===== config.mk =====
export PLATFORM = sky130hd
export DESIGN_NAME = timerBlock
export DESIGN_NICKNAME = d
export VERILOG_FILES = /design/src/socMapPkg.sv /design/src/timerBlock.sv
export SDC_FILE = /design/constraint.sdc
export NUM_CORES = 1
export LEC_CHECK = 0
export BUFFER_PORTS_ARGS = -buffer_cell sky130_fd_sc_hd__buf_2
export CAP_MARGIN = 30
export CORE_UTILIZATION = 55
export DETAILED_ROUTE_END_ITERATION = 10
export PLACE_DENSITY = 0.84
export SYNTH_ARGS = -nofsm -noshare
export SYNTH_HDL_FRONTEND = slang
export SYNTH_SLANG_ARGS = --single-unit

===== constraint.sdc =====
create_clock -name clk -period 2.9 [get_ports clk]
set_input_delay 0.145 -clock clk [delete_from_list [all_inputs] [get_ports clk]]
set_output_delay 0.145 -clock clk [all_outputs]
set_load 0.03 [all_outputs]

===== src/socMapPkg.sv =====
// shared address map and bus types; byte enables unsupported, sizes are in bytes, word aligned
package socMapPkg;

    // device base addresses
    localparam logic [31:0] ramBase    = 32'h0000_0000;
    localparam logic [31:0] randomBase = 32'h0000_5000;
    localparam logic [31:0] timerBase  = 32'h0000_5100;

    // device window sizes in bytes
    // ram size comes from the top-level ramAddrBits
    localparam logic [31:0] randomSize = 32'h0000_0004;
    localparam logic [31:0] timerSize  = 32'h0000_0010;

    // timer register word offsets
    localparam logic [1:0] timerCountReg   = 2'd0;
    localparam logic [1:0] timerCompareReg = 2'd1;
    // control: bit 0 enable, bit 1 match flag
    localparam logic [1:0] timerControlReg = 2'd2;

    // galois feedback mask for the random source
    localparam logic [31:0] lfsrTaps      = 32'h8020_0003;
    localparam logic [31:0] lfsrResetSeed = 32'h0000_0001;

    // master request, single-cycle strobes
    typedef struct packed {
        logic        read;
        logic        write;
        logic [31:0] address;
        logic [31:0] writeData;
    } busReq_t;

    // merged response back to the master
    typedef struct packed {
        logic        valid;
        logic [31:0] data;
    } busRsp_t;

    // request routed to one device
    // offset is a word offset already masked to the device window
    typedef struct packed {
        logic        read;
        logic        write;
        logic [11:0] offset;
        logic [31:0] writeData;
    } devReq_t;

    // one device's registered response
    typedef struct packed {
        logic        valid;
        logic [31:0] data;
    } devRsp_t;

endpackage


===== src/timerBlock.sv =====
// free-running 32-bit timer with compare; match flag only sets while enabled and wraps at 2^32
`timescale 1ns/1ps

module timerBlock (
    input  logic               clk,
    input  logic               reset,
    input  socMapPkg::devReq_t req,
    output socMapPkg::devRsp_t rsp
);

    logic [31:0] count;
    logic [31:0] compare;
    logic        enable;
    logic        matchFlag;
    logic [1:0]  regSel;
    logic        matchHit;
    logic [31:0] readData;
    logic        readValid;

    // four word window, only the low bits matter
    assign regSel = req.offset[1:0];

    // equality only counts while running
    assign matchHit = enable & (count == compare);

    always_ff @(posedge clk or posedge reset) begin
        if (reset) begin
            count     <= 32'd0;
            compare   <= 32'd0;
            enable    <= 1'b0;
            matchFlag <= 1'b0;
        end else begin
            // bus load of the counter beats the increment
            if (req.write && regSel == socMapPkg::timerCountReg) begin
                count <= req.writeData;
            end else if (enable) begin
                count <= count + 32'd1;
            end
            if (req.write && regSel == socMapPkg::timerCompareReg) begin
                compare <= req.writeData;
            end
            // sticky flag, write 1 to bit 1 to clear
            if (req.write && regSel == socMapPkg::timerControlReg) begin
                enable    <= req.writeData[0];
                matchFlag <= (matchFlag & ~req.writeData[1]) | matchHit;
            end else begin
                matchFlag <= matchFlag | matchHit;
            end
        end
    end

    // snapshot of the register in the strobe cycle
    always_ff @(posedge clk) begin
        if (req.read) begin
            case (regSel)
                socMapPkg::timerCountReg:   readData <= count;
                socMapPkg::timerCompareReg: readData <= compare;
                socMapPkg::timerControlReg: readData <= {30'd0, matchFlag, enable};
                default:                    readData <= 32'd0;
            endcase
        end
    end

    always_ff @(posedge clk or posedge reset) begin
        if (reset) begin
            readValid <= 1'b0;
        end else begin
            readValid <= req.read;
        end
    end

    always_comb begin
        rsp.valid = readValid;
        rsp.data  = readData;
    end

endmodule


## Word level (Yosys, flattened, before mapping)

Cells that the tools add are included.
W data, S select, Z words.

- Add/subtract/negate cells: 1
- Equality and inequality tests: 3
- Mux-type cells: 4
- Bitwise logic cells: 5
- Reduce and logical (&&, ||, !) cells: 5

Operators by type and width:

| cell | count |
|---|---|
| $pmux W32 S3 | 1 |
| $mux W32 | 2 |
| $add A32 B1 Y32 const B | 1 |
| $eq A32 B32 Y1 | 1 |
| $logic_and A1 B1 Y1 | 3 |
| $and A1 B1 Y1 | 2 |
| $eq A2 B1 Y1 const B | 1 |
| $eq A2 B2 Y1 const B | 1 |
| $logic_not A2 Y1 | 1 |
| $or A1 B1 Y1 | 2 |
| $reduce_bool A2 Y1 | 1 |
| $mux W1 | 1 |
| $not A1 Y1 | 1 |

- Bits in registers: 99
- Input port bits: 48
- Logic and storage cells: 24

## Longest topological paths before layout

- Word-level depth: 4
- Depth in mapped cells: 7

## Worst setup path before layout

No wires, ideal clock.

- Kind: flip-flop to flip-flop
- Start: reg count[0]
- End: reg count[24]
- Arrival time: 1.382 ns
- Required time: 2.768 ns
- Slack: 1.386 ns
- Cell stages (with the launch flop): 8
- Buffers on the path: 1
- Period minus slack after synthesis: 1.514 ns
- Cells stage by stage: dfrtp_1 -> ha_1 -> nand2_1 -> and4bb_1 -> buf_4 -> nand4_1 -> xor2_1 -> o21ai_1

- Longest elaborated chain between the ends: 3

Ends and longest elaborated chain:

| item | RTL line | source |
|---|---|---|
| start: declaration | timerBlock.sv:11 | `logic [31:0] count;` |
| start signal: assignment | timerBlock.sv:35 | `count <= req.writeData;` |
| start signal: assignment | timerBlock.sv:37 | `count <= count + 32'd1;` |
| $add A32 B1 Y32 | timerBlock.sv:37 |  |
| $mux W32 | timerBlock.sv:36 | `end else if (enable) begin` |
| $mux W32 | timerBlock.sv:34 | `if (req.write && regSel == socMapPkg::timerCountReg) begin` |

Every way passes these cells. The select of a mux whose other input is x is not followed.
A chain may end at the register's enable or synchronous reset.

## Final worst setup path

- Start: reg count[0]
- End: reg count[16]

The elaborated chain is that of the path after synthesis.

==> impl_metrics.ini <==
[routing]
drt-total-wl_um = 10400
drt_iter0_drc = 156
dr.max_layer_used = met4
vias = 3431
drc = 0
via_per_inst = 5.60
first_pass_iters = 4
post_drt_wl_per_cell_um = 16.9
wl_met2_um = 5300
met1_length_um = 4450
wl_met3_um = 445
ant_nets = 0

[run_status]
status = finished, final reports clean

[critical_path]
critical_path.max_stage_delay_ps = 560
required_ps = 3130
cp-start-kind = flip-flop
path_class = flip-flop to flip-flop
r2r_setup_slack_ps = 980
cp_top_family = simple AND/OR/NAND/NOR gates
timing.critical_path.buf_inv = 0
end_kind = flip-flop
path_cells = ha_1, nand2_1, and4bb_1, nand3_1, xor2_1, o21ai_1
worst-endpoint-arrival_ps = 2150
critical_path.max_fanout = 9
cp_slowest_cell = and4bb_1

[synth]
yosys.area.top_type = dfrtp_1
synth_top_area_frac = 0.341
yosys-top-cells-area = dfrtp_1, edfxtp_1, mux2_2, xor2_1, mux2i_1
ys_ff_latch = 99
synthArstFlopShare = 0.677
synth_most_common_cell = dfrtp_1
postSynthCellCount = 433
yosysWarnings = 0
synth_commonest_cells = dfrtp_1, nand2_1, xor2_1
ys_types = 32
ys.flop_type = dfrtp_1
syn-num-nets = 482
netlist_area_sq_mm = 0.00492
ys_seq_area_frac = 0.536
syn_area_per_cell_sq_um = 11.4
synth-edff-count = 32

[floorplanning]
fp.dieH_um = 96.6
row_count = 34
io_pins = 81
die_area_sq_mm = 0.00932
fp.dieW_um = 96.6
fp.coreArea_sq_mm = 0.00868
start_util = 0.567

[clock_tree]
clk_pin_slew_ps = 100
clk_path_buf_depth = 2
clock_sinks = 99
root_buffer = clkbuf_8
clock_latency_ps = 370
ctsResizeCount = 0
cts_tree = done
cts_buffers = 9
ctsHtreeMaxLevel = 3

[pwr]
p_per_area_mw_per_mm2 = 669
p_leak_uw = 0.00239
irDropWorstVdd_uv = 288
power_uw = 3740

[place]
io_buffers = 70
dpl.cell_count = 589
gp_congestion = 0.850
pre_cts_slack_ps = 1030
place_area_sq_mm = 0.00532
hpwlAfterDp_um = 7060

[cells_and_area]
fillCellCount = 688
final_cells = 613
register_area_sq_mm = 0.00264
diodes = 0
fin_nets = 549
drive_above_1_share = 0.259
multi_input_area_sq_mm = 0.00212
area_delta_synth_final_pct = 13.8
finalInstanceArea_sq_mm = 0.00560

[global_routing]
grt_pass1_wl_um = 17200
grt-ovfl-total = 0
grt_antenna_before_repair = 0
grt_max_degree = 38
track_usage = 0.248
first_global_vias = 3516

[timing]
finalCritPeriodShare = 0.661
rsz0062_at_grt = no
layout_min_cycle_time_ps = 1920
setup_slack_ps = 982
finClkSkew_ps = 15.6
max_clock_freq_mhz = 521
tns_ps = 0
worst_pin_slew_ps = 769
hold_viol = 0
relSlewSlack = 0.487
finalSetupViolations = 0
maxSlewViolCount = 0

[worst_hold_path]
hp-class = primary input to flip-flop

[flow_run]
cap_violations = 0
per-layer routing:
layer / track usage / vias to the layer above
met5: 0 / -
met4: 0.102 / 0
met3: 0.0376 / 12
met2: 0.419 / 107
met1: 0.321 / 1674
li1: - / 1638
timing repair:
item,in CTS,in global routing
hold buffers,8,0
hold endpoints to repair,38,0
setup endpoints to repair,0,0
setup buffers,0,0
final timing paths:
kind                             from           to  depth (start not counted)
setup / recovery             count[0]    count[16]                          6
hold / removal                req[25]    count[25]                          3
setup reg to reg             count[0]    count[16]                          6
hold reg to reg            compare[1]   compare[1]                          2
max in group asynchronous       reset  compare[12]                          4
min in group asynchronous       reset     count[7]                          3
power breakdown:
group | internal [uW] | switching, uW | leakage (uW) | total (uW)
registers | 1700 | 286 | 0.00114 | 1980
logic | 397 | 465 | 0.00115 | 862
clock network | 423 | 474 | 0.000104 | 896
placed cells by master, fill, tap and decap left out, types with 8 or more instances in the layout:
master / n
nor2_1: 35
xnor2_1: 24
mux2i_1: 33
buf_2: 70
mux2_2: 33
o21ai_0: 22
nand4_1: 18
o21ai_1: 14
edfxtp_1: 32
dlygate4sd3_1: 8
dfrtp_1: 67
nand2_1: 44
clkbuf_8: 10
xor2_1: 39
nand3_1: 13
registers in the layout, summed over array words and instances (netlist names):
signal,cells
compare,32
readData,32
count,32
readValid,1
enable,1
matchFlag,1
tightest hold or removal path, cell delays in order:
cell	delay (ps)
buf_2	90
nand2_1	40
o21ai_1	70
cell families (layout without fill, tap and decap cells):
family,after synthesis,in the layout,synth area share
adders and majority gates,1,1,0.00254
DFF,99,99,0.536
AOI/OAI and AO/OA,36,36,0.0366
muxes,66,66,0.143
xor gates and xnor gates,63,63,0.112
buffers and inverters,33,105,0.0328
and+or+nand+nor,135,135,0.137
final cells by class:
cell class | count | area share
multi-input cells | 301 | 0.380
well taps | 108 | 0.0241
clock buffers | 10 | 0.0246
flip-flops and latches | 99 | 0.471
inverters | 4 | 0.00268
repair buffers | 85 | 0.0863
clock inverters | 6 | 0.0116
stage by stage:
step	hold slack, ps	util
2_1_floorplan	176	-
3_3_place_gp	284	0.612
3_5_place_dp	291	0.612
4_1_cts	0.958	0.645
5_1_grt	9.76	0.645
6_report	11.3	0.645
(Power assumes the default switching activity.)
