<file path="src/socMapPkg.sv">
// shared address map and bus types; byte enables unsupported, sizes are in bytes, word aligned
package socMapPkg;

    // device base addresses
    localparam logic [31:0] ramBase    = 32'h0000_0000;
    localparam logic [31:0] randomBase = 32'h0000_5000;
    localparam logic [31:0] timerBase  = 32'h0000_5100;

    // device window sizes in bytes
    // ram size comes from the top-level ramAddrBits
    localparam logic [31:0] randomSize = 32'h0000_0004;
    localparam logic [31:0] timerSize  = 32'h0000_0010;

    // timer register word offsets
    localparam logic [1:0] timerCountReg   = 2'd0;
    localparam logic [1:0] timerCompareReg = 2'd1;
    // control: bit 0 enable, bit 1 match flag
    localparam logic [1:0] timerControlReg = 2'd2;

    // galois feedback mask for the random source
    localparam logic [31:0] lfsrTaps      = 32'h8020_0003;
    localparam logic [31:0] lfsrResetSeed = 32'h0000_0001;

    // master request, single-cycle strobes
    typedef struct packed {
        logic        read;
        logic        write;
        logic [31:0] address;
        logic [31:0] writeData;
    } busReq_t;

    // merged response back to the master
    typedef struct packed {
        logic        valid;
        logic [31:0] data;
    } busRsp_t;

    // request routed to one device
    // offset is a word offset already masked to the device window
    typedef struct packed {
        logic        read;
        logic        write;
        logic [11:0] offset;
        logic [31:0] writeData;
    } devReq_t;

    // one device's registered response
    typedef struct packed {
        logic        valid;
        logic [31:0] data;
    } devRsp_t;

endpackage

</file>
<file path="src/randomSource.sv">
// 32-bit Galois LFSR stepped once per read; not suitable for cryptographic use
`timescale 1ns/1ps

module randomSource (
    input  logic               clk,
    input  logic               reset,
    input  socMapPkg::devReq_t req,
    output socMapPkg::devRsp_t rsp
);

    logic [31:0] state;
    logic [31:0] nextState;
    logic [31:0] readData;
    logic        readValid;

    // shift right, fold taps back in when a one falls out
    assign nextState = {1'b0, state[31:1]} ^ (state[0] ? socMapPkg::lfsrTaps : 32'd0);

    always_ff @(posedge clk or posedge reset) begin
        if (reset) begin
            state     <= socMapPkg::lfsrResetSeed;
            readValid <= 1'b0;
        end else begin
            readValid <= req.read;
            if (req.write) begin
                // all-zero state would lock up
                state <= (req.writeData == 32'd0) ? socMapPkg::lfsrResetSeed : req.writeData;
            end else if (req.read) begin
                state <= nextState;
            end
        end
    end

    // current value goes out, successor stays behind
    always_ff @(posedge clk) begin
        if (req.read) begin
            readData <= state;
        end
    end

    always_comb begin
        rsp.valid = readValid;
        rsp.data  = readData;
    end

endmodule

</file>
<file path="config.mk">
export PLATFORM = sky130hd
export DESIGN_NAME = randomSource
export DESIGN_NICKNAME = d
export VERILOG_FILES = /design/src/socMapPkg.sv /design/src/randomSource.sv
export SDC_FILE = /design/constraint.sdc
export NUM_CORES = 1
export LEC_CHECK = 0
export BUFFER_PORTS_ARGS = -buffer_cell sky130_fd_sc_hd__buf_2
export CAP_MARGIN = 10
export CORE_ASPECT_RATIO = 1.1
export CORE_UTILIZATION = 45
export CTS_CLUSTER_SIZE = 16
export DETAILED_ROUTE_END_ITERATION = 10
export GPL_TIMING_DRIVEN = 0
export PLACE_DENSITY_LB_ADDON = 0.15
export REMOVE_ABC_BUFFERS = 1
export SLEW_MARGIN = 20
export SYNTH_ARGS = -nofsm -noshare
export SYNTH_HDL_FRONTEND = slang
export SYNTH_SLANG_ARGS = --single-unit
</file>
<file path="constraint.sdc">
create_clock -name clk -period 1 [get_ports clk]
set_input_delay 0.05 -clock clk [delete_from_list [all_inputs] [get_ports clk]]
set_output_delay 0.05 -clock clk [all_outputs]
set_load 0.005 [all_outputs]
</file>
Word-level counts from Yosys, hierarchy flattened:

Cells that the tools add are included.

* $add $sub $neg: 0
* $mul: 0
* div/mod/pow operators: 0
* $lt $le $gt $ge: 0
* equal/unequal tests: 0
* shift operators: 0
* mux-type cells: 4
* bitwise gates (word level): 1
* reductions and logical operators: 2

Operators by type and width (number)
* 2-to-1 mux 32 bit: 4
* zero test 32 bit: 1
* XOR 31 x 32 -> 32 bit: 1
* nonzero test 2 bit: 1

* register bits: 65
* latch bits: 0
* bits in writable memories: 0
* ROM bits: 0
* input bits: 48
* output and inout bits: 33
* word-level logic and storage cells: 10
* memories kept: 0

Logic depth before layout (Yosys ltp):

* depth in word-level cells: 4
* mapped depth: 5
* mapped depth without buffers: 4

Least setup slack after synthesis:

OpenSTA, ideal clock, no wires.

* path kind: register to register
* from: register state[0]
* to: register state[21]
* setup time: 133 ps
* arrival: 851 ps
* slack: 15 ps
* stages on the path, launching flop included: 5
* path buffers: 0
* cell sequence: dfstp_2 xnor2_1 nand2_1 o21ai_0 o21ai_0

* word-level cells in the longest chain between the ends: 4

RTL lines
* start, declared: RTL line randomSource.sv:11 `logic [31:0] state;`
* start signal, assigned: RTL line randomSource.sv:21 `state <= socMapPkg::lfsrResetSeed;`
* start signal, assigned: RTL line randomSource.sv:27 `state <= (req.writeData == 32'd0) ? socMapPkg::lfsrResetSeed : req.writeData;`
* start signal, assigned: RTL line randomSource.sv:29 `state <= nextState;`
* 2-to-1 mux 32 bit: RTL line randomSource.sv:17 `assign nextState = {1'b0, state[31:1]} ^ (state[0] ? socMapPkg::lfsrTaps : 32'd0);`
* XOR 31 x 32 -> 32 bit: RTL line randomSource.sv:17
* 2-to-1 mux 32 bit: RTL line randomSource.sv:28 `end else if (req.read) begin`
* 2-to-1 mux 32 bit: RTL line randomSource.sv:25 `if (req.write) begin`

Every way passes these cells. The select of a mux whose other input is x is not followed.
A chain may end at the register's enable or synchronous reset.

Final worst setup path:

Ends and elaborated chain as after synthesis.

==> key figures <==
Run status
  – Status: finished, violations left
  – Failing checks: setup timing

Timing
  – Final min period: 1.11 ns
  – Clk_skew: 0.00691 ns
  – Final worst slack: -0.108 ns
  – Endpoints failing setup: 4
  – Final hold slack: ~0.083 ns
  – Rel. slew slack: 37.4%
  – Fmax: 0.902 GHz
  – Final setup TNS: -0.263 ns
  – Final hold vios: 0
  – Worst-margin pin slew: 0.940 ns
  – Tcrit/Tclk final: 111%
  – RSZ-0062 raised after global routing: true
  – Max-slew violations: 0

Setup path
  – R2R setup slack: -0.11 ns
  – R2R Path Start: state[0]
  – Max FO, Critical Path: 4
  – Worst R2R Path Depth: 4
  – WP data arrival: between 1 and 1.5 ns
  – Reg-to-Reg End: state[21]
  – Worst setup endpoint: state[21]
  – Critical path class: register to register
  – Critical Path RT: between 1 and 1.5 ns
  – Worst Setup End Kind: register
  – Worst Setup SP: state[0]
  – Critical Path Source Type: register

Floorplan
  – Initial Util: between 40% and 50%
  – Core area: 0.00547 mm²
  – Ports: 81
  – Die area: just over 0.006 mm²
  – Std cell rows: 28
  – Die X: 74.4 µm
  – Die H: 81.6 µm

Drt
  – Vias per std cell: 4.89
  – Routed length per instance: 13.7 µm
  – Antenna Violating Nets Remaining: 0
  – Total number of vias: 1815
  – DRC violations left: 0
  – Wirelength, routed: between 5000 and 6000 µm
  – Pre-antenna DRT Iters: 4
  – Initial detailed-routing violation count: 164

Global route
  – Vias in the first global route: around 1700
  – Gr usage total: roughly 19%
  – Initial antenna violation count: 0
  – Met3 Track Usage GR: 5.03%
  – Largest net degree at the start of global routing: 65
  – Grt met1 use: 24.1%
  – GR Layer Usage met2: 29.1%
  – Gr busiest metal: met2
  – Global-route wire length before repair: 8220 µm
  – Overflow after GRT: 0

Clocking
  – H-tree Lvls: 3
  – Skew-Pair Late Insertion Delay: 0.33 ns
  – CTS sink cnt: 65
  – Root Driver: clkbuf_8
  – CTS tree: done
  – Clock-pin slew of the registers on the worst-case setup and hold paths: 0.07 ns
  – Clock buffer depth: 2
  – Clock buffer count from CTS: 9

Finish
  – Antenna Diode Count: 0
  – Final Util: 63.3%
  – Layout area overhead: 33.4%
  – Layout cell share with drive strength beyond 1: 30.4%
  – Final #Nets: between 300 and 400
  – Layout Cells excl Fill: 371

Placement
  – Pre-CTS setup slack: -0.222 ns
  – DP Cell Count: 322
  – Post-DP HPWL: 3110 µm
  – Gpl congestion: slightly above 0.7
  – Port bufs: 68

Synthesis
  – Seq/Total Area, Yosys: 69.0%
  – Synthesized area: 0.00259 mm²
  – Cells after synthesis: 190
  – Ys Warns: 0
  – Mean Syn Cell Area: 13.6 µm²
  – Synthesis-stage register bit count: 65
  – Synth cell types: 19

Run
  – Max cap viols: 0

Pwr
  – Max VDD drop: 1360 µV
  – Leakage: 0.00153 µW
  – Power Dens Cells: 1660 mW/mm²

Worst hold path
  – Hold Startpoint: req[0]
  – Worst Hold Class: primary input to register
## critical path: stages (launching register included)
cell and delay [ns]:
dfstp_2 0.60, xnor2_2 0.12, nand2_1 0.07, o21ai_1 0.10, o21ai_1 0.07
## area by class of cell
cell class,count,area [µm²]
Tap cell,75,93.8
Fill cell,448,2010
Inverter,1,5.00
Clock buffer,11,131
Multi-Input combinational cell,112,727
Timing Repair Buffer,102,691
Clock inverter,5,22.5
Sequential cell,65,1790
## state kept, by name, indices dropped and copies added (netlist names)
| signal | count |
|---|---|
| readData | 32 |
| readValid | 1 |
| state | 32 |
## stage by stage
stage          instance area (µm²)  total power, µW
2_1_floorplan                 2510             3520
3_3_place_gp                  2940             3870
3_5_place_dp                  2960             3890
4_1_cts                       3450             5780
5_1_grt                       3460             6020
6_report                      3460             5730
## synthesized netlist by cell type
| library cell | count | share of area, % |
|---|---|---|
| clkbuf_1 | 5 | 0.72 |
| nand2_1 | 34 | 4.9 |
| edfxtp_1 | 32 | 37 |
| nor2b_1 | 1 | 0.24 |
| buf_2 | 2 | 0.39 |
| o21ai_0 | 33 | 6.4 |
| buf_8 | 1 | 0.58 |
| nor4_1 | 4 | 0.97 |
| o21ai_1 | 1 | 0.19 |
| dfrtp_1 | 32 | 31 |
| nand4_1 | 2 | 0.48 |
| xnor2_1 | 3 | 1.0 |
| o21a_1 | 1 | 0.29 |
| mux2i_1 | 29 | 11 |
| nor4_2 | 4 | 1.9 |
| inv_1 | 1 | 0.14 |
| buf_4 | 1 | 0.29 |
| dfstp_2 | 1 | 1.0 |
| buf_6 | 3 | 1.3 |
## metal layers
layer / wire length [µm] / vias to the layer above
li1: - / 890
met1: 2260 / 866
met2: 2490 / 49
met3: 241 / 10
met4: 85 / 0
met5: 0 / -
## repair_timing
item	in CTS	in global routing
endpoints found under the setup margin	2	23
hold buffers	32	0
gates cloned	0	0
gates resized for setup	3	4
hold endpoints to repair	63	0
buffers inserted	1	0
pin swaps	1	1
## power by group
part	internal, µW	leakage, µW	switching, µW
combinational	374	0.000735	332
clock	871	0.0000819	912
sequential	3100	0.000717	142
total	4350	0.00153	1390
## worst min-delay path by stage
stage | slack [ns] | endpoint | depth (start not counted)
after floorplan | 0.08 | readValid | 0
after global placement | 0.27 | state[11] | 3
after detailed placement | 0.22 | state[26] | 2
after CTS | 0.08 | state[0] | 4
after global routing | 0.09 | state[0] | 4
final | 0.08 | state[0] | 4
## layout by cell type (no fill, tap or decap), drive strengths merged, types with 2 or more instances in the layout
master	n
dfrtp	32
nand4	2
o21ai	34
dlygate4sd3	32
edfxtp	32
clkinv	6
buf	70
xnor2	3
nand2	34
clkbuf	11
nor4	8
mux2i	29
## kinds of logic after synthesis
group,count (synthesis),synth area share [%]
flip-flops,65,69.0
AND/OR/NAND/NOR,45,8.54
AO/OA/AOI/OAI,35,6.85
multiplexers,29,11.2
buffers and inverters,13,3.43
XOR/XNOR,3,1.01
No activity file was read; power rests on OpenSTA's default activity.
