$ cat config.mk
export PLATFORM = sky130hd
export DESIGN_NAME = addressDecoder
export DESIGN_NICKNAME = d
export VERILOG_FILES = /design/src/socMapPkg.sv /design/src/addressDecoder.sv
export SDC_FILE = /design/constraint.sdc
export NUM_CORES = 1
export LEC_CHECK = 0
export ABC_AREA = 0
export BUFFER_PORTS_ARGS = -buffer_cell sky130_fd_sc_hd__buf_2
export CAP_MARGIN = 0
export CORE_AREA = 2 2 79 81
export DETAILED_ROUTE_END_ITERATION = 10
export DIE_AREA = 0 0 81 83
export PLACE_DENSITY_LB_ADDON = 0.2
export SETUP_SLACK_MARGIN = 0.5
export SKIP_LAST_GASP = 1
export SLEW_MARGIN = 20
export SYNTH_ARGS = -nofsm -noshare
export SYNTH_HDL_FRONTEND = slang
export SYNTH_SLANG_ARGS = --single-unit
$ cat constraint.sdc
create_clock -name vclk -period 3.09
set_input_delay 0.618 -clock vclk [all_inputs]
set_output_delay 0.618 -clock vclk [all_outputs]
set_load 0.05 [all_outputs]
$ cat src/socMapPkg.sv
// shared address map and bus types; byte enables unsupported, sizes are in bytes, word aligned
package socMapPkg;

    // device base addresses
    localparam logic [31:0] ramBase    = 32'h0000_0000;
    localparam logic [31:0] randomBase = 32'h0000_5000;
    localparam logic [31:0] timerBase  = 32'h0000_5100;

    // device window sizes in bytes
    // ram size comes from the top-level ramAddrBits
    localparam logic [31:0] randomSize = 32'h0000_0004;
    localparam logic [31:0] timerSize  = 32'h0000_0010;

    // timer register word offsets
    localparam logic [1:0] timerCountReg   = 2'd0;
    localparam logic [1:0] timerCompareReg = 2'd1;
    // control: bit 0 enable, bit 1 match flag
    localparam logic [1:0] timerControlReg = 2'd2;

    // galois feedback mask for the random source
    localparam logic [31:0] lfsrTaps      = 32'h8020_0003;
    localparam logic [31:0] lfsrResetSeed = 32'h0000_0001;

    // master request, single-cycle strobes
    typedef struct packed {
        logic        read;
        logic        write;
        logic [31:0] address;
        logic [31:0] writeData;
    } busReq_t;

    // merged response back to the master
    typedef struct packed {
        logic        valid;
        logic [31:0] data;
    } busRsp_t;

    // request routed to one device
    // offset is a word offset already masked to the device window
    typedef struct packed {
        logic        read;
        logic        write;
        logic [11:0] offset;
        logic [31:0] writeData;
    } devReq_t;

    // one device's registered response
    typedef struct packed {
        logic        valid;
        logic [31:0] data;
    } devRsp_t;

endpackage

$ cat src/addressDecoder.sv
// combinational decode of one strobe to at most one device; ramAddrBits above 12 is not supported
`timescale 1ns/1ps

module addressDecoder #(
    parameter int ramAddrBits = 10
) (
    input  socMapPkg::busReq_t busReq,
    output socMapPkg::devReq_t ramReq,
    output socMapPkg::devReq_t timerReq,
    output socMapPkg::devReq_t randomReq,
    output logic               unmappedRead
);

    // ram window in bytes, one word per entry
    localparam logic [31:0] ramSize = 32'h4 << ramAddrBits;

    logic ramHit;
    logic timerHit;
    logic randomHit;
    logic anyHit;

    // inclusive byte range check
    function automatic logic inRange(
        input logic [31:0] addr,
        input logic [31:0] base,
        input logic [31:0] size
    );
        logic [31:0] last;
        last = base + size - 32'd1;
        return (addr >= base) && (addr <= last);
    endfunction

    // gate the strobes and cut the word offset down to the window
    function automatic socMapPkg::devReq_t routeReq(
        input socMapPkg::busReq_t req,
        input logic               hit,
        input logic [31:0]        size
    );
        socMapPkg::devReq_t dev;
        logic [31:0]        wordCount;
        logic [11:0]        wordMask;
        wordCount     = size >> 2;
        wordMask      = 12'(wordCount - 32'd1);
        dev.read      = req.read & hit;
        dev.write     = req.write & hit;
        dev.offset    = req.address[13:2] & wordMask;
        dev.writeData = req.writeData;
        return dev;
    endfunction

    always_comb begin
        // windows do not overlap, so one hit at most
        ramHit    = inRange(busReq.address, socMapPkg::ramBase, ramSize);
        timerHit  = inRange(busReq.address, socMapPkg::timerBase, socMapPkg::timerSize);
        randomHit = inRange(busReq.address, socMapPkg::randomBase, socMapPkg::randomSize);
        anyHit    = ramHit | timerHit | randomHit;
    end

    always_comb begin
        ramReq    = routeReq(busReq, ramHit, ramSize);
        timerReq  = routeReq(busReq, timerHit, socMapPkg::timerSize);
        randomReq = routeReq(busReq, randomHit, socMapPkg::randomSize);
    end

    // no device claims it
    // writes to a hole simply vanish, reads get a zero reply later
    assign unmappedRead = busReq.read & ~anyHit;

endmodule

Word-level counts from Yosys, hierarchy flattened
Index checks and enable logic that the tools add are counted.
{"block": "totals", "input_bits": 66, "wordCells": 19, "output_inout_bits": 139, "regBits": 0}
{"block": "classes", "reduce_logical": 3, "n_bitwise": 10, "order_cmp": 6}
{"cell": "32-bit by 15-bit >= comparator with 1-bit output, second input constant", "count": 2}
{"cell": "32-bit by 15-bit less-or-equal comparator with 1-bit output, second input constant", "count": 2}
{"cell": "32-bit by 1-bit >= comparator with 1-bit output, second input constant", "count": 1}
{"cell": "32-bit by 12-bit less-or-equal comparator with 1-bit output, second input constant", "count": 1}
{"cell": "1-bit AND", "count": 7}
{"cell": "1-bit logical AND", "count": 3}
{"cell": "1-bit OR", "count": 2}
{"cell": "1-bit inverter", "count": 1}

Logic depth before layout (Yosys ltp)
Gate-level depths: netlist of run 1.
{"block": "logic_depth", "depth_word": 6, "mapped_depth": 4, "depth_no_buf": 4}

Worst setup path after synthesis of run 1
No wires, ideal clock.
{"block": "synth_path", "kind": "input to output", "from": "input busReq[62] in the netlist's numbering", "to": "output ramReq[45] in the netlist's numbering", "t_required_ns": 2.472, "cell_stages": 3, "t_arrival_ns": 2.584, "setup_slack_ns": -0.112, "path_buffers": 0, "cell_sequence": "nor4_1 nand3_1 nor4_1"}
{"item": "from (decl)", "line": "addressDecoder.sv:7", "rtl": "input socMapPkg::busReq_t busReq,"}
{"item": "to (decl)", "line": "addressDecoder.sv:8", "rtl": "output socMapPkg::devReq_t ramReq,"}

Final worst setup path of run 1
{"block": "layout_path", "from": "input busReq[42] in the netlist's numbering", "to": "output unmappedRead"}
{"block": "layout_between", "elab_chain_len": 6, "word_cells_on_any_way": 13, "cone_classes": "order compare: 6; bitwise: 4; reduce/logical: 3"}
{"item": "32-bit by 1-bit >= comparator with 1-bit output, or another cell as far along", "line": "addressDecoder.sv:30", "rtl": "return (addr >= base) && (addr <= last);"}
{"item": "1-bit logical AND", "line": "addressDecoder.sv:30"}
{"item": "1-bit OR", "line": "addressDecoder.sv:56", "rtl": "anyHit = ramHit | timerHit | randomHit;"}
{"item": "1-bit OR *", "line": "addressDecoder.sv:56"}
{"item": "1-bit inverter *", "line": "addressDecoder.sv:67", "rtl": "assign unmappedRead = busReq.read & ~anyHit;"}
{"item": "1-bit AND *", "line": "addressDecoder.sv:67"}
{"item": "to (decl)", "line": "addressDecoder.sv:11", "rtl": "output logic unmappedRead"}
Mark *: on every way between the ends. The rest lies on a longest branch, timed or not.

==> summary.md, run 1 <==
| Metric | Value |
|---|---|
| Design area | 840 µm² |
| Final setup slack of the worst path | 546 ps |
| Vias in the first global route | 510 |
| Post-Synthesis Cells | 163 |
| Maxcap violations | 0 |
| Via count | 592 |
| Highest routed layer | met4 |
| Crit Path Class | in -> out |
| Wire per inst | 10.5 µm |
| Layout cell share with drive strength beyond 1 | 0.648 |
| Post-Route WL | 1.93 mm |
| Mean post-synth cell area | 7.60 µm² |
| Initial Util | 0.213 |
| DIE AREA | 0.00672 mm² |
| Required time of the critical path | 2470 ps |
| Detail Placement HPWL | 1.72 mm |
| WL met3 | 372 µm |
| IO Pins | 205 |
| Clock buffers | 0 |
| Peak VDD IR | 0.0547 mV |
| PortBufs | 51 |
| Area grow syn2layout | -32.2% |
| Seq_cells | 0 |
| Final Hold Fails | 0 |
| Worst Setup Start Kind | input pin |
| Crit share post-route | 0.823 |
| Register area | 0 µm² |
| Filler cell count | 689 |
| RSZ-0062 raised after global routing | true |
| DRC violations left | 0 |
| Seq/Total Area, Yosys | 0 |
| Final Max Tran Viols | 0 |
| Status | finished clean |
| Fmax | 393 MHz |
| P_leak | 0.390 nW |
| Met2 wire length | 908 µm |
| Tightest hold margin | 1240 ps |
| Final nets | 176 |
| Largest net degree at the start of global routing | 6 |
| Core ar. | 0.00582 mm² |
| Pwr Total | 0.153 mW |
| CP Max Fanout | 3 |
| Wl on met1 | 542 µm |
| Drt pass-1 iters | 2 |
| Total grt overflow | 0 |
| YS warnings | 0 |
| Std-Cell Rows | 28 |
| First-pass GRT wire length | 2.63 mm |
| Mapped Area | 0.00124 mm² |
| PwrDens | 183 mW/mm² |
| Final setup fails | 0 |
| Die height | 83 µm |
| Post-DRT Antenna Nets | 0 |
| Hold buffer count at cts | 0 |
| Via/cell ratio | 3.23 |
| Initial antenna violation count | 0 |
| Place WS | 309 ps |
| 1st-iter DRT viols | 6 |
| Total global-route track usage | 0.0477 |
| Worst min-delay path class | in -> out |
| Tmin final | 2540 ps |
| CP Data Arrival Time | 1930 ps |
| DP Area | 704 µm² |
| Critical path endpoint category | primary output |
| Unique masters post-synth | 20 |
| GP Congestion | 0.573 |
| Die Span X | 81 µm |
| Ant diodes | 0 |
| Setup tns final | 0 ps |
-- synthesized netlist by cell type (all sizes together) --
library cell  instances  share of area
buf                 132           0.80
nor4                  5          0.030
and3                  4          0.020
nor2                  3         0.0091
a211oi                2          0.020
inv                   2         0.0061
nand2                 2         0.0061
nor3                  2         0.0081
or3                   2          0.014
a2111oi               1          0.022
a21oi                 1         0.0040
and2                  1         0.0051
conb                  1         0.0030
nand3                 1         0.0040
nand4bb               1          0.022
nor4b                 1          0.012
o21bai                1         0.0061
o31a                  1         0.0071
-- cell usage in the layout (no fill, tap or decap) --
cell type  count
nor4_1         1
a21oi_1        1
and2_1         1
nand4bb_4      1
o21bai_2       1
a2111oi_4      1
a211oi_4       2
buf_4          5
nand3_2        1
conb_1        24
nor4b_4        1
o31a_1         1
nor4_2         1
nand2_1        2
and3_4         3
buf_6          5
nor3_1         1
nor2_1         3
nor4_4         3
inv_1          2
buf_2         44
or3_1          1
and3_1         1
or3_4          1
nor3_2         1
-- logic make-up after synthesis --
family / synth area share
compound gates: 0.0596
simple gates: 0.131
other cells: 0.00303
buf+inv: 0.806
-- stage by stage --
step | std cells | util
floorplan | 186 | -
global placement | 181 | 0.121
detailed placement | 181 | 0.121
CTS | 183 | 0.130
global route | 183 | 0.144
finish | 183 | 0.144
-- cell type report --
type	instances	area [µm²]	area share
well taps	75	93.8	0.112
multi-input cells	52	424	0.505
inverters	2	7.51	0.00894
repair buffers	54	314	0.374
-- worst paths after layout --
| path | from | endpoint | slack (ps) | cells past startpoint |
|---|---|---|---|---|
| setup / recovery | busReq[42] | unmappedRead | 550 | 6 |
| hold / removal | busReq[5] | ramReq[5] | 1240 | 0 |
-- critical path: stages --
cell and delay [ps]:
buf_6 90, or3_4 410, a2111oi_4 240, o21bai_2 120, a211oi_4 250, buf_6 190
-- repair_timing --
item	CTS	global route
buffers inserted	2	0
pin swaps	2	3
gates resized for setup	9	16
setup endpoints to repair	6	7
-- metal layers --
layer | global-route usage | up-vias
met5 | 0 | -
met4 | 0.0324 | 0
met3 | 0.0261 | 20
met2 | 0.0811 | 66
met1 | 0.0419 | 254
li1 | - | 252
-- power breakdown --
group / internal (mW) / switching, mW / leakage (nW) / total [mW]
clock network: 0 / 0 / 0 / 0
registers: 0 / 0 / 0 / 0
logic: 0.0308 / 0.122 / 0.390 / 0.153
Note: power is estimated with default switching activity, not from simulation.
==> run 2: changes to the inputs <==
Clock period 3.09 ns to 2.3 ns, I/O delays scaled along.
==> run 2 against run 1 <==
  * First-iteration DRC count down 67%
  * Power up 40%
  * Critical path depth unchanged
  * Non-clock buffer count up 5
  * Cell count up 2.7%
  * Sequential share of layout area unchanged
  * Die area unchanged
  * Wire length up 3.1%
  * Via count up 2.7%
  * Flip-flop and latch count unchanged
  * Setup slack worse by 460 ps
  * Largest cell class unchanged
  * Global-route usage up 0.31 points
==> summary.md, run 2 (synthesis results as in run 1) <==
| Metric | Value |
|---|---|
| Most frequent CP cell | buf_6 |
| Final setup slack of the worst path | 81.6 ps |
| Post-DRT Antenna Nets | 0 |
| CP startpoint | busReq[42] |
| Drt pass-1 iters | 2 |
| Crit Path Class | in -> out |
| Required time of the critical path | 1840 ps |
| CP max stage cell | or3_4 |
| Initial Util | 0.213 |
| Worst hold endpoint | ramReq[31] |
| Crit share post-route | 0.965 |
| Fmax | 451 MHz |
| Vias in the first global route | 598 |
| Seq_cells | 0 |
| CP Data Arrival Time | 1760 ps |
| Post-Route WL | 1.99 mm |
| Total global-route track usage | 0.0508 |
| Via/cell ratio | 3.23 |
| Pwr Total | 0.215 mW |
| Area grow syn2layout | -22.3% |
| DP Area | 850 µm² |
| Stages on worst setup path | 6 |
| Clock buffers | 0 |
| Peak VDD IR | 0.0845 mV |
| Detail Placement HPWL | 1.73 mm |
| Register area | 0 µm² |
| First-pass GRT wire length | 2.93 mm |
| Total grt overflow | 0 |
| PwrDens | 223 mW/mm² |
| Design area | 962 µm² |
| Tmin final | 2220 ps |
| Wire per inst | 10.6 µm |
| Commonest non-fill, non-tap cells in the layout | 40 x buf_2, 24 x conb_1, 9 x buf_6, 6 x buf_4 |
| IO Pins | 205 |
| Multi-input gate area | 454 µm² |
| Maxcap violations | 0 |
| Std-Cell Rows | 28 |
| 1st-iter DRT viols | 2 |
| Status | finished clean |
| CP bufs+invs | 2 |
| P_leak | 0.446 nW |
| Final nets | 181 |
| Worst hold stages | 0 |
| Critical path endpoint category | primary output |
| Ant diodes | 0 |
| Filler cell count | 699 |
| Final Hold Fails | 0 |
| Core ar. | 0.00582 mm² |
| CP Max Fanout | 3 |
| Worst Setup Start Kind | input pin |
| Utilization after layout | 0.165 |
| Worst min-delay path class | in -> out |
| Final Max Tran Viols | 0 |
| CP max stage delay | 410 ps |
| DIE AREA | 0.00672 mm² |
| Die height | 83 µm |
| Initial antenna violation count | 0 |
| CP Cell Sequence | buf_6 > or3_4 > a2111oi_4 > o21bai_2 > a211oi_4 > buf_6 |
| Die Span X | 81 µm |
| Min-delay src | busReq[31] |
| Commonest non-fill, non-tap cell in the layout | buf_2 |
| GP Congestion | 0.645 |
| DRC violations left | 0 |
| Top delay family on crit path | compound AO/OA/AOI/OAI gates |
| Place WS | -34.4 ps |
| Largest net degree at the start of global routing | 6 |
| PortBufs | 51 |
| Setup tns final | 0 ps |
| RSZ-0062 raised after global routing | true |
| Via count | 608 |
| Layout cell share with drive strength beyond 1 | 0.717 |
| Final setup fails | 0 |
## run 2: area by class of cell
type	instances	area share
Inverter	2	0.00780
Multi-Input combinational cell	52	0.472
Tap cell	75	0.0975
Timing Repair Buffer	59	0.423
## run 2: where the power goes
part	switching [mW]	total [mW]	internal (mW)
sequential	0	0	0
clock	0	0	0
combinational	0.167	0.215	0.0481
total	0.167	0.215	0.0481
## run 2: through the flow
step           instances  hold WS, ps
6_report             188          920
5_1_grt              188          920
4_1_cts              187          921
3_5_place_dp         186          921
3_3_place_gp         186          921
2_1_floorplan        186         1090
## run 2: worst max-delay path by stage
stage                                to  slack [ps]
after floorplan            unmappedRead         110
after global placement    randomReq[45]         -50
after detailed placement  randomReq[44]         -30
after CTS                  unmappedRead          70
after global routing       unmappedRead          30
final                      unmappedRead          80
## run 2: what timing repair did
action,4_1_cts,5_1_grt
gates resized for setup,24,3
hold buffers,0,0
cloned,0,0
pin swaps,8,3
setup endpoints to repair,7,7
setup buffers,1,1
## run 2: layer usage
layer / vias up / track usage / routed length [µm]
met5: - / 0 / 0
met4: 0 / 0.0447 / 163
met3: 33 / 0.0283 / 428
met2: 73 / 0.0729 / 847
met1: 239 / 0.0517 / 550
li1: 263 / - / -
