## config.mk

```make
export PLATFORM = sky130hd
export DESIGN_NAME = readReturn
export DESIGN_NICKNAME = d
export VERILOG_FILES = /design/src/socMapPkg.sv /design/src/readReturn.sv
export SDC_FILE = /design/constraint.sdc
export NUM_CORES = 1
export LEC_CHECK = 0
export BUFFER_PORTS_ARGS = -buffer_cell sky130_fd_sc_hd__clkbuf_2
export CAP_MARGIN = 20
export CELL_PAD_IN_SITES_DETAIL_PLACEMENT = 1
export CELL_PAD_IN_SITES_GLOBAL_PLACEMENT = 2
export CORE_ASPECT_RATIO = 0.5
export CORE_UTILIZATION = 16
export CTS_CLUSTER_SIZE = 24
export DETAILED_ROUTE_END_ITERATION = 8
export PLACE_DENSITY_LB_ADDON = 0.1
export SYNTH_ARGS = -nofsm -noshare
export SYNTH_HDL_FRONTEND = slang
export SYNTH_SLANG_ARGS = --single-unit
export TNS_END_PERCENT = 100
```

## constraint.sdc

```tcl
create_clock -name clk -period 1.4 [get_ports clk]
set_input_delay 0.14 -clock clk [delete_from_list [all_inputs] [get_ports clk]]
set_output_delay 0.14 -clock clk [all_outputs]
set_load 0.02 [all_outputs]
```

## src/socMapPkg.sv

```systemverilog
// shared address map and bus types; byte enables unsupported, sizes are in bytes, word aligned
package socMapPkg;

    // device base addresses
    localparam logic [31:0] ramBase    = 32'h0000_0000;
    localparam logic [31:0] randomBase = 32'h0000_5000;
    localparam logic [31:0] timerBase  = 32'h0000_5100;

    // device window sizes in bytes
    // ram size comes from the top-level ramAddrBits
    localparam logic [31:0] randomSize = 32'h0000_0004;
    localparam logic [31:0] timerSize  = 32'h0000_0010;

    // timer register word offsets
    localparam logic [1:0] timerCountReg   = 2'd0;
    localparam logic [1:0] timerCompareReg = 2'd1;
    // control: bit 0 enable, bit 1 match flag
    localparam logic [1:0] timerControlReg = 2'd2;

    // galois feedback mask for the random source
    localparam logic [31:0] lfsrTaps      = 32'h8020_0003;
    localparam logic [31:0] lfsrResetSeed = 32'h0000_0001;

    // master request, single-cycle strobes
    typedef struct packed {
        logic        read;
        logic        write;
        logic [31:0] address;
        logic [31:0] writeData;
    } busReq_t;

    // merged response back to the master
    typedef struct packed {
        logic        valid;
        logic [31:0] data;
    } busRsp_t;

    // request routed to one device
    // offset is a word offset already masked to the device window
    typedef struct packed {
        logic        read;
        logic        write;
        logic [11:0] offset;
        logic [31:0] writeData;
    } devReq_t;

    // one device's registered response
    typedef struct packed {
        logic        valid;
        logic [31:0] data;
    } devRsp_t;

endpackage

```

## src/readReturn.sv

```systemverilog
// merges device replies into one port; relies on equal one-cycle latency so valids never overlap
`timescale 1ns/1ps

module readReturn (
    input  logic               clk,
    input  logic               reset,
    input  socMapPkg::devRsp_t ramRsp,
    input  socMapPkg::devRsp_t timerRsp,
    input  socMapPkg::devRsp_t randomRsp,
    input  logic               unmappedRead,
    output socMapPkg::busRsp_t busRsp
);

    logic       defaultValid;
    logic [2:0] validBus;

    // hole reads get the same one-cycle delay as a device
    always_ff @(posedge clk or posedge reset) begin
        if (reset) begin
            defaultValid <= 1'b0;
        end else begin
            defaultValid <= unmappedRead;
        end
    end

    assign validBus = {ramRsp.valid, timerRsp.valid, randomRsp.valid};

    always_comb begin
        // one-hot pick, anything else reads as zero
        case (validBus)
            3'b100:  busRsp.data = ramRsp.data;
            3'b010:  busRsp.data = timerRsp.data;
            3'b001:  busRsp.data = randomRsp.data;
            default: busRsp.data = 32'd0;
        endcase
        // unmapped reply rides on the zero default
        busRsp.valid = (|validBus) | defaultValid;
    end

endmodule

```

==> After elaboration in Yosys (flattened, before gate mapping) <==
Index checks and enable logic that the tools add are counted.
Widths: inputs -> output; s select.
{ "op_classes": {"order_cmp": 0, "mul": 0, "n_reduce_logical": 1, "shift": 0, "n_div": 0, "n_bitwise": 1, "eq_ne": 3, "n_mux": 1, "add_sub_neg": 0} }
{ "ops": {"columns": ["cell", "count"], "rows": [
  ["$pmux 32 s3", 1],
  ["$eq 3x1->1 const B", 1],
  ["$eq 3x2->1 const B", 1],
  ["$eq 3x3->1 const B", 1],
  ["$reduce_or 3->1", 1],
  ["$or 1x1->1", 1]
]} }
{ "totals": {"elab_cells": 7, "romBits": 0, "inputBits": 102, "n_memories": 0, "ram_bits": 0, "out_inout_bits": 33, "regBits": 1, "latch_bits": 0} }

==> Logic depth before layout (Yosys ltp) <==
Gate-level depths: netlist of run 1.
{ "depth": {"word_depth": 2, "depth_mapped": 4, "mapped_depth_nobuf": 2} }

==> Worst setup path after synthesis of run 1 <==
No wires, ideal clock.
{ "synth_timing": {"path_type": "in2out", "from": "in ramRsp[32] (netlist bit)", "to": "out busRsp[16] (netlist bit)", "setup_slack_ps": 366, "required_ps": 1260, "stages": 4, "arrival_time_ps": 894, "path_buffers": 2, "cell_sequence": "buf_6 > buf_2 > and2_1 > a221o_1"} }
{ "synth_rtl": {"columns": ["element", "line", "rtl"], "rows": [
  ["from (decl)", "readReturn.sv:7", "input socMapPkg::devRsp_t ramRsp,"],
  ["to (decl)", "readReturn.sv:11", "output socMapPkg::busRsp_t busRsp"]
]} }

==> flow_metrics.tcl, run 1 <==
set metrics [dict create \
    layout.nets 354 \
    worst_slew_pin_slew_ns 0.305 \
    holdCritStartpoint "unmappedRead" \
    dp.final_hpwl_mm 3.95 \
    worst_setup_path_end_kind "output port" \
    route.detailed.wl_per_inst_um 13.9 \
    place_area_um2 1860 \
    power.share.clock_pct 0 \
    share_of_synthesized_cell_area_in_and_or_nand_and_nor_gates_pct 53.9 \
    drt_first_pass_iters 4 \
    critPathMaxFanout 33 \
    tns_ns 0 \
    drv_cap 0 \
    storage_cell_area_um2 25.0 \
    post_route_cells_drive_above_1_share_pct 60.0 \
    post_synth.cell_area_avg_um2 8.93 \
    pwr-share-comb_pct 94.6 \
    vias_per_cell 4.62 \
    worst_path_most_repeated_cell "sky130_fd_sc_hd__clkbuf_2" \
    timing_max_transition_violations_final 0 \
    synthCells 121 \
    count_of_fill_cells_added_during_filler_insertion 792 \
    die-area_um2 7110 \
    seqPwrFrac_pct 5.4 \
    drc_errors 0 \
    cp.buffers_inverters 3 \
    synth.largest_area_cell "sky130_fd_sc_hd__a221o_1" \
    hold_path.class "in -> reg" \
    p_per_area_nw_per_um2 309 \
    cp_arrival_ns 1.20 \
    synth_nets 223 \
    post_synth_main_area_contributors "sky130_fd_sc_hd__a221o_1 (30%), sky130_fd_sc_hd__nor4bb_1 (19%), sky130_fd_sc_hd__and2_1 (18%)" \
    largest-register "defaultValid" \
    multi_input_area_um2 910 \
    hold-worst-slack_ns 0.252 \
    post-cts-setup-buffers 0 \
    dieHeight_um 60.1 \
    crit_path_max_incr_delay_ns 0.26 \
    post_synth_num_cell_types 15 \
    outcome "complete, no violations" \
    yosys_warnings 0 \
    power.net_switching_uw 261 \
    timing.hold.worst_path_depth 1 \
    grt_remaining_overflow 0 \
    clkTransAtPathRegs_ns 0 \
    largest_registers "defaultValid: 1 flops" \
    timing.critical_path.max_delay_family "buffers and inverters" \
    num_io_pins 135 \
    fmax_ghz 0.749 \
    coreArea_um2 6280 \
    grt_pass1_wl_mm 7.31 \
    critical_path.cell_chain "clkbuf_2, buf_12, and4bb_1, a221o_1, clkbuf_2" \
    buffer_ports.inserted 134 \
    areaGrowthSynthToFinish_pct 73.6 \
    max_slew_margin_pct 79.4 \
    global_route.usage.total_pct 12.5 \
    finalSetupViolCount 0 \
    intPower_uw 319 \
    dr_total_vias 1560 \
    critPathKind "in -> out" \
    ys_ff_latch 1 \
    route.antenna.remaining_nets 0 \
    via_count_of_the_first_global_routing_pass 1487 \
    synth_compound_gate_area_share_pct 29.6 \
    worst-endpoint-required_ns 1.26 \
    worst-path-stages 5 \
    antenna_found_initial 0 \
    routed_wirelength_mm 4.70 \
    yosys.area_share.xor_xnor_pct 0 \
    vdd.ir_drop.worst_mv 0.164 \
    drt-initial-drc-count 33 \
    synthesis.area_um2 1080 \
    main_combinational_cell_family_by_area_after_synthesis "simple AND/OR/NAND/NOR gates" \
    final_cells 338 \
    hold_end "defaultValid$_DFF_PP0_" \
    initial_core_util_pct 17.2 \
    die_w_um 118 \
    gp_routability_congestion 0.702 \
    final-hold-violation-count 0 \
    swShare_pct 45.0 \
    finalInstanceArea_um2 1880 \
    antenna_cells_inserted 0 \
    synth_fa_ha_area_share_pct 0 \
    largest_register_ff_count 1 \
    total_power_uw 581 \
    leakage_power_of_the_design_uw 0.00102 \
    largest_net_degree_at_the_start_of_global_routing 34 \
    fp-row-count 20 \
    startpoint_type "primary input" \
    synth.yosys.seq_area_share_pct 2.31 \
    numPlacedInstances 337 \
    slowest_stage "sky130_fd_sc_hd__a221o_1" \
    finalWorstPathRequiredPeriod_ns 1.34 \
    post-route-period-util_pct 95.4 \
    synth_top_area_share_pct 29.6 \
    synth_mux_area_share_pct 0 \
]
==> logic make-up after synthesis <==
| family | after synthesis |
|---|---|
| DFF | 1 |
| AOI/OAI and AO/OA | 32 |
| and+or+nand+nor | 68 |
| buffers and inverters | 20 |
==> metal layers <==
layer	track usage [%]	vias to the layer above	share of wire (%)
li1	-	764	-
met1	15.4	723	44
met2	25.0	73	49
met3	1.62	0	7.7
met4	0	0	0
met5	0	-	0
==> cell usage in the layout, fill, tap and decap left out <==
master,synthesis,final
sky130_fd_sc_hd__nor4bb_2,0,1
sky130_fd_sc_hd__a221o_1,32,32
sky130_fd_sc_hd__nor2_2,1,1
sky130_fd_sc_hd__dlygate4sd3_1,0,1
sky130_fd_sc_hd__nor2_1,1,1
sky130_fd_sc_hd__inv_1,1,1
sky130_fd_sc_hd__buf_12,0,4
sky130_fd_sc_hd__and2_0,1,1
sky130_fd_sc_hd__nand2_1,1,1
sky130_fd_sc_hd__and4bb_1,12,12
sky130_fd_sc_hd__clkbuf_2,0,134
sky130_fd_sc_hd__buf_4,2,9
sky130_fd_sc_hd__dfrtp_1,1,1
sky130_fd_sc_hd__and2_1,31,31
sky130_fd_sc_hd__nor3b_4,1,1
sky130_fd_sc_hd__nor4bb_1,20,19
==> worst max-delay path by stage <==
stage	end	from	slack, ns
floorplan	busRsp[16]	ramRsp[32]	0.37
global placement	busRsp[27]	ramRsp[32]	0.09
detailed placement	busRsp[26]	ramRsp[32]	0.05
CTS	busRsp[26]	ramRsp[32]	0.05
global route	busRsp[26]	ramRsp[32]	-0.0008
finish	busRsp[26]	ramRsp[32]	0.06
==> area by class of cell <==
class / count / share of cell area (%)
multi-input combinational: 100 / 48.5
timing repair buffer: 148 / 44.1
tap: 88 / 5.87
sequential: 1 / 1.33
inverter: 1 / 0.200
==> metrics by stage <==
stage / worst slack, ns / utilization (%)
floorplan: 0.366 / -
global placement: 0.0916 / 29.6
detailed placement: 0.0521 / 29.6
CTS: 0.0464 / 29.8
global route: -0.000763 / 29.9
finish: 0.0646 / 29.9
==> cell usage after synthesis <==
cell                       instances
sky130_fd_sc_hd__a221o_1          32
sky130_fd_sc_hd__and2_0            1
sky130_fd_sc_hd__and2_1           31
sky130_fd_sc_hd__and4bb_1         12
sky130_fd_sc_hd__buf_2             8
sky130_fd_sc_hd__buf_4             2
sky130_fd_sc_hd__buf_6             8
sky130_fd_sc_hd__clkbuf_1          1
sky130_fd_sc_hd__dfrtp_1           1
sky130_fd_sc_hd__inv_1             1
sky130_fd_sc_hd__nand2_1           1
sky130_fd_sc_hd__nor2_1            1
sky130_fd_sc_hd__nor2_2            1
sky130_fd_sc_hd__nor3b_4           1
sky130_fd_sc_hd__nor4bb_1         20
==> power by group through the flow <==
| stage | Clock, uW | Combinational, uW | Sequential [uW] |
|---|---|---|---|
| after global placement | 0 | 545 | 31.2 |
| after floorplan | 0 | 309 | 31.2 |
| after global routing | 0 | 598 | 31.5 |
| after CTS | 0 | 557 | 31.3 |
| final | 0 | 549 | 31.3 |
| after detailed placement | 0 | 553 | 31.3 |
==> repair_timing <==
action	4_1_cts	5_1_grt
endpoints found under the hold margin	1	0
gates resized for setup	0	1
endpoints found under the setup margin	0	1
hold buffers	1	0
(Power assumes the default switching activity.)
==> run 2, diff against run 1 <==
PLACE_DENSITY = 0.9   (was default)
PLACE_DENSITY_LB_ADDON = default   (was 0.1)
==> run 2 against run 1 <==
  * Final cell count is 0.30% lower
  * Routed wire length is 0.72% lower
  * Design area is 1.4% lower
  * Die area stayed put
  * Sequential share of layout area hardly changed
  * Power is 1.5% lower
  * Critical path depth stayed put
  * Setup slack better by 0.022 ns
  * First-iteration DRC count is 70% higher
  * Sequential cell count stayed put
  * Sequential power hardly changed
  * Maximum frequency is 1.7% higher
  * Largest cell class unchanged
==> flow_metrics.tcl, run 2 (synthesized netlist as in run 1, its figures left out) <==
set metrics [dict create \
    outcome "complete, no violations" \
    final-hold-violation-count 0 \
    cells_resized_by_post_cts_repair 0 \
    cp-endpoint "busRsp[4]" \
    num_io_pins 135 \
    critPathKind "in -> out" \
    vdd.ir_drop.worst_mv 0.149 \
    worst_setup_path_end_kind "output port" \
    worst_slew_pin_slew_ns 0.296 \
    finalSetupViolCount 0 \
    route.detailed.wl_per_inst_um 13.8 \
    dr_total_vias 1569 \
    largest-register "defaultValid" \
    grt_pass1_wl_mm 7.22 \
    p_per_area_nw_per_um2 309 \
    finalInstanceArea_um2 1850 \
    fp-row-count 20 \
    critical_path.startpoint "ramRsp[32]" \
    post-cts-setup-buffers 0 \
    dpl_worst_slack_ns 0.0871 \
    largest_registers "defaultValid: 1 flops" \
    routed_wirelength_mm 4.67 \
    via_count_of_the_first_global_routing_pass 1551 \
    dp.final_hpwl_mm 4.00 \
    grt_remaining_overflow 0 \
    drt_first_pass_iters 4 \
    leakage_power_of_the_design_uw 0.00101 \
    multi_input_area_um2 903 \
    buffer_ports.inserted 134 \
    fin_ws_ns 0.0864 \
    die-area_um2 7110 \
    finalWorstPathRequiredPeriod_ns 1.31 \
    timing_max_transition_violations_final 0 \
    fmax_ghz 0.761 \
    final_cells 337 \
    largest_register_ff_count 1 \
    layout.nets 353 \
    max_slew_margin_pct 80.0 \
    global_route.usage.total_pct 12.2 \
    count_of_fill_cells_added_during_filler_insertion 812 \
    drv_cap 0 \
    place_area_um2 1840 \
    largest_net_degree_at_the_start_of_global_routing 48 \
    gp_routability_congestion 0.686 \
    slowest_stage "sky130_fd_sc_hd__a221o_1" \
    route.antenna.remaining_nets 0 \
    coreArea_um2 6280 \
    cp_arrival_ns 1.17 \
    worst-path-stages 5 \
    drt-initial-drc-count 56 \
    post-route-period-util_pct 93.8 \
    worst_path_most_repeated_cell "sky130_fd_sc_hd__clkbuf_2" \
    areaGrowthSynthToFinish_pct 71.2 \
    timing.critical_path.max_delay_family "buffers and inverters" \
    storage_cell_area_um2 25.0 \
    critical_path.cell_chain "clkbuf_2, buf_12, and4bb_1, a221o_1, clkbuf_2" \
    initial_core_util_pct 17.2 \
    dieHeight_um 60.1 \
    tns_ns 0 \
    clkTransAtPathRegs_ns 0 \
    numPlacedInstances 336 \
    critPathMaxFanout 47 \
    commonest_cells_after_routing_fill_and_taps_aside "sky130_fd_sc_hd__clkbuf_2 (134), sky130_fd_sc_hd__a221o_1 (32), sky130_fd_sc_hd__and2_1 (31)" \
    die_w_um 118 \
    antenna_cells_inserted 0 \
    hold_path.class "in -> reg" \
    final_common_cell "sky130_fd_sc_hd__clkbuf_2" \
    post_route_cells_drive_above_1_share_pct 59.4 \
    drc_errors 0 \
    antenna_found_initial 0 \
    crit_path_max_incr_delay_ns 0.26 \
    startpoint_type "primary input" \
    cp.buffers_inverters 3 \
    vias_per_cell 4.66 \
    rsz0062_at_grt "false" \
    worst-endpoint-required_ns 1.26 \
]
-- run 2: worst min-delay path by stage --
| stage | start | depth (start not counted) | slack [ns] | to |
|---|---|---|---|---|
| 3_5_place_dp | reset | 2 | -0.04 | defaultValid$_DFF_PP0_ |
| 6_report | unmappedRead | 1 | 0.25 | defaultValid$_DFF_PP0_ |
| 5_1_grt | unmappedRead | 1 | 0.25 | defaultValid$_DFF_PP0_ |
| 4_1_cts | unmappedRead | 1 | 0.25 | defaultValid$_DFF_PP0_ |
| 2_1_floorplan | reset | 1 | -0.13 | defaultValid$_DFF_PP0_ |
| 3_3_place_gp | reset | 2 | -0.04 | defaultValid$_DFF_PP0_ |
-- run 2: where the power goes --
group / total (uW) / switching [uW] / internal (uW)
Clock: 0 / 0 / 0
Sequential: 31.2 / 0.325 / 30.9
Combinational: 541 / 259 / 282
-- run 2: repair_timing --
item	4_1_cts	5_1_grt
hold buffers	1	0
setup endpoints to repair	0	0
endpoints found under the hold margin	1	0
-- run 2: metal layers --
metal	global-route usage (%)	vias up	wire length [um]
met5	0	-	0
met3	0.286	2	160
met1	13.5	753	1880
li1	-	762	-
met4	0.549	0	15
met2	27.7	52	2610
-- run 2: layout make-up --
| type | instances | area share (%) |
|---|---|---|
| inverters | 1 | 0.203 |
| multi-input cells | 100 | 48.8 |
| flip-flops and latches | 1 | 1.35 |
| well taps | 88 | 5.95 |
| repair buffers | 147 | 43.7 |
-- run 2: through the flow --
| step | total power (uW) | hold slack, ns | util, % |
|---|---|---|---|
| after global placement | 561 | -0.0442 | 29.3 |
| final | 572 | 0.253 | 29.5 |
| after global routing | 617 | 0.251 | 29.5 |
| after CTS | 580 | 0.250 | 29.5 |
| after detailed placement | 576 | -0.0390 | 29.3 |
| after floorplan | 340 | -0.131 | - |
==> run 3, diff against run 2 <==
SETUP_SLACK_MARGIN = 0.2   (was default)
==> run 3 against run 2 <==
  * Sequential share of layout area fell by 0.20 points
  * Combinational power grew 21%
  * Sequential cell count did not move
  * Worst hold slack is essentially flat
  * Utilization up 5.2 points
  * Setup slack worse by 0.00087 ns
  * Sequential power hardly changed
  * Die area did not move
  * Critical path depth unchanged
  * Final cell count grew 1.5%
  * Critical path type unchanged
  * Highest routed layer is now met3
==> flow_metrics.tcl, run 3 (synthesized netlist as in run 1, its figures left out) <==
set metrics [dict create \
    outcome "complete, no violations" \
    num_io_pins 135 \
    tns_ns 0 \
    finalSetupViolCount 0 \
    layout.nets 358 \
    max_slew_margin_pct 75.2 \
    drc_errors 0 \
    largest_register_ff_count 1 \
    worst-endpoint-required_ns 1.26 \
    dp.final_hpwl_mm 4.00 \
    critPathMaxFanout 13 \
    fp-row-count 20 \
    startpoint_type "primary input" \
    grt_remaining_overflow 0 \
    finalWorstPathRequiredPeriod_ns 1.31 \
    drv_cap 0 \
    timing_max_transition_violations_final 0 \
    drt_first_pass_iters 4 \
    holdCritStartpoint "unmappedRead" \
    final_common_cell "sky130_fd_sc_hd__clkbuf_2" \
    largest-register "defaultValid" \
    p_per_area_nw_per_um2 315 \
    final-hold-violation-count 0 \
    clkTransAtPathRegs_ns 0 \
    cp_arrival_ns 1.17 \
    vias_per_cell 4.71 \
    leakage_power_of_the_design_uw 0.00112 \
    worst_slew_pin_slew_ns 0.367 \
    coreArea_um2 6280 \
    rsz0062_at_grt "true" \
    antenna_found_initial 0 \
    largest_net_degree_at_the_start_of_global_routing 25 \
    commonest_cells_after_routing_fill_and_taps_aside "sky130_fd_sc_hd__clkbuf_2 (120), sky130_fd_sc_hd__a221o_1 (32), sky130_fd_sc_hd__and2_1 (31)" \
    buffer_ports.inserted 134 \
    route.detailed.wl_per_inst_um 15.5 \
    hold_path.class "in -> reg" \
    total_power_uw 687 \
    worst_setup_path_end_kind "output port" \
    areaGrowthSynthToFinish_pct 101 \
    gp_routability_congestion 0.686 \
    die_w_um 118 \
    global_route.usage.total_pct 13.5 \
    via_count_of_the_first_global_routing_pass 1605 \
    hold-worst-slack_ns 0.253 \
    hold_end "defaultValid$_DFF_PP0_" \
    post_route_cells_drive_above_1_share_pct 65.0 \
    critPathKind "in -> out" \
    timing.hold.worst_path_depth 1 \
    grt_pass1_wl_mm 7.74 \
    die-area_um2 7110 \
    vdd.ir_drop.worst_mv 0.155 \
    critical_path.startpoint "timerRsp[32]" \
    dr_total_vias 1610 \
    antenna_cells_inserted 0 \
    dieHeight_um 60.1 \
    fmax_ghz 0.761 \
    routed_wirelength_mm 5.31 \
    drt-initial-drc-count 39 \
    post-route-period-util_pct 93.9 \
    initial_core_util_pct 17.2 \
    largest_registers "defaultValid: 1 flops" \
    route.antenna.remaining_nets 0 \
]
run 3: critical path, stage by stage:
cell                       delay, ns
sky130_fd_sc_hd__buf_8          0.10
sky130_fd_sc_hd__buf_4          0.20
sky130_fd_sc_hd__nor4bb_1       0.40
sky130_fd_sc_hd__a221o_1        0.17
sky130_fd_sc_hd__clkbuf_2       0.16
run 3: per-stage QoR:
step | worst slack (ns) | utilization [%] | instance area, um^2 | std cells
floorplan | 0.366 | - | 1080 | 121
global placement | 0.119 | 29.3 | 1840 | 336
detailed placement | 0.0871 | 29.3 | 1840 | 336
CTS | 0.114 | 32.1 | 2020 | 340
global route | 0.0546 | 34.7 | 2180 | 342
finish | 0.0855 | 34.7 | 2180 | 342
run 3: metal layers:
layer | up-vias | wire (um) | track usage (%)
li1 | 778 | - | -
met1 | 785 | 2150 | 15.5
met2 | 47 | 3000 | 29.6
met3 | 0 | 151 | 0.286
met4 | 0 | 0 | 0.549
met5 | - | 0 | 0
run 3: final cells by class:
class / count / area (um^2)
Inverter: 1 / 3.75
Multi-Input combinational cell: 100 / 1000
Tap cell: 88 / 110
Fill cell: 773 / 4100
Sequential cell: 1 / 25.0
Timing Repair Buffer: 152 / 1030
run 3: repair_timing:
| item | CTS | global route |
|---|---|---|
| hold endpoints to repair | 1 | 0 |
| cloned | 3 | 1 |
| pin swaps | 2 | 8 |
| hold buffers | 1 | 0 |
| endpoints found under the setup margin | 32 | 32 |
| gates resized for setup | 20 | 43 |
| buffers inserted | 0 | 1 |
run 3: worst max path at each step:
stage               cells past startpoint  slack [ns]         end
floorplan                               4        0.37  busRsp[16]
global placement                        5        0.12   busRsp[2]
detailed placement                      5        0.09   busRsp[4]
CTS                                     5        0.11  busRsp[17]
global route                            5        0.05   busRsp[7]
finish                                  5        0.09   busRsp[7]
run 3: where the power goes:
group | switching (uW) | internal, uW
clock | 0 | 0
sequential | 0.316 | 30.9
combinational | 290 | 365
total | 291 | 396
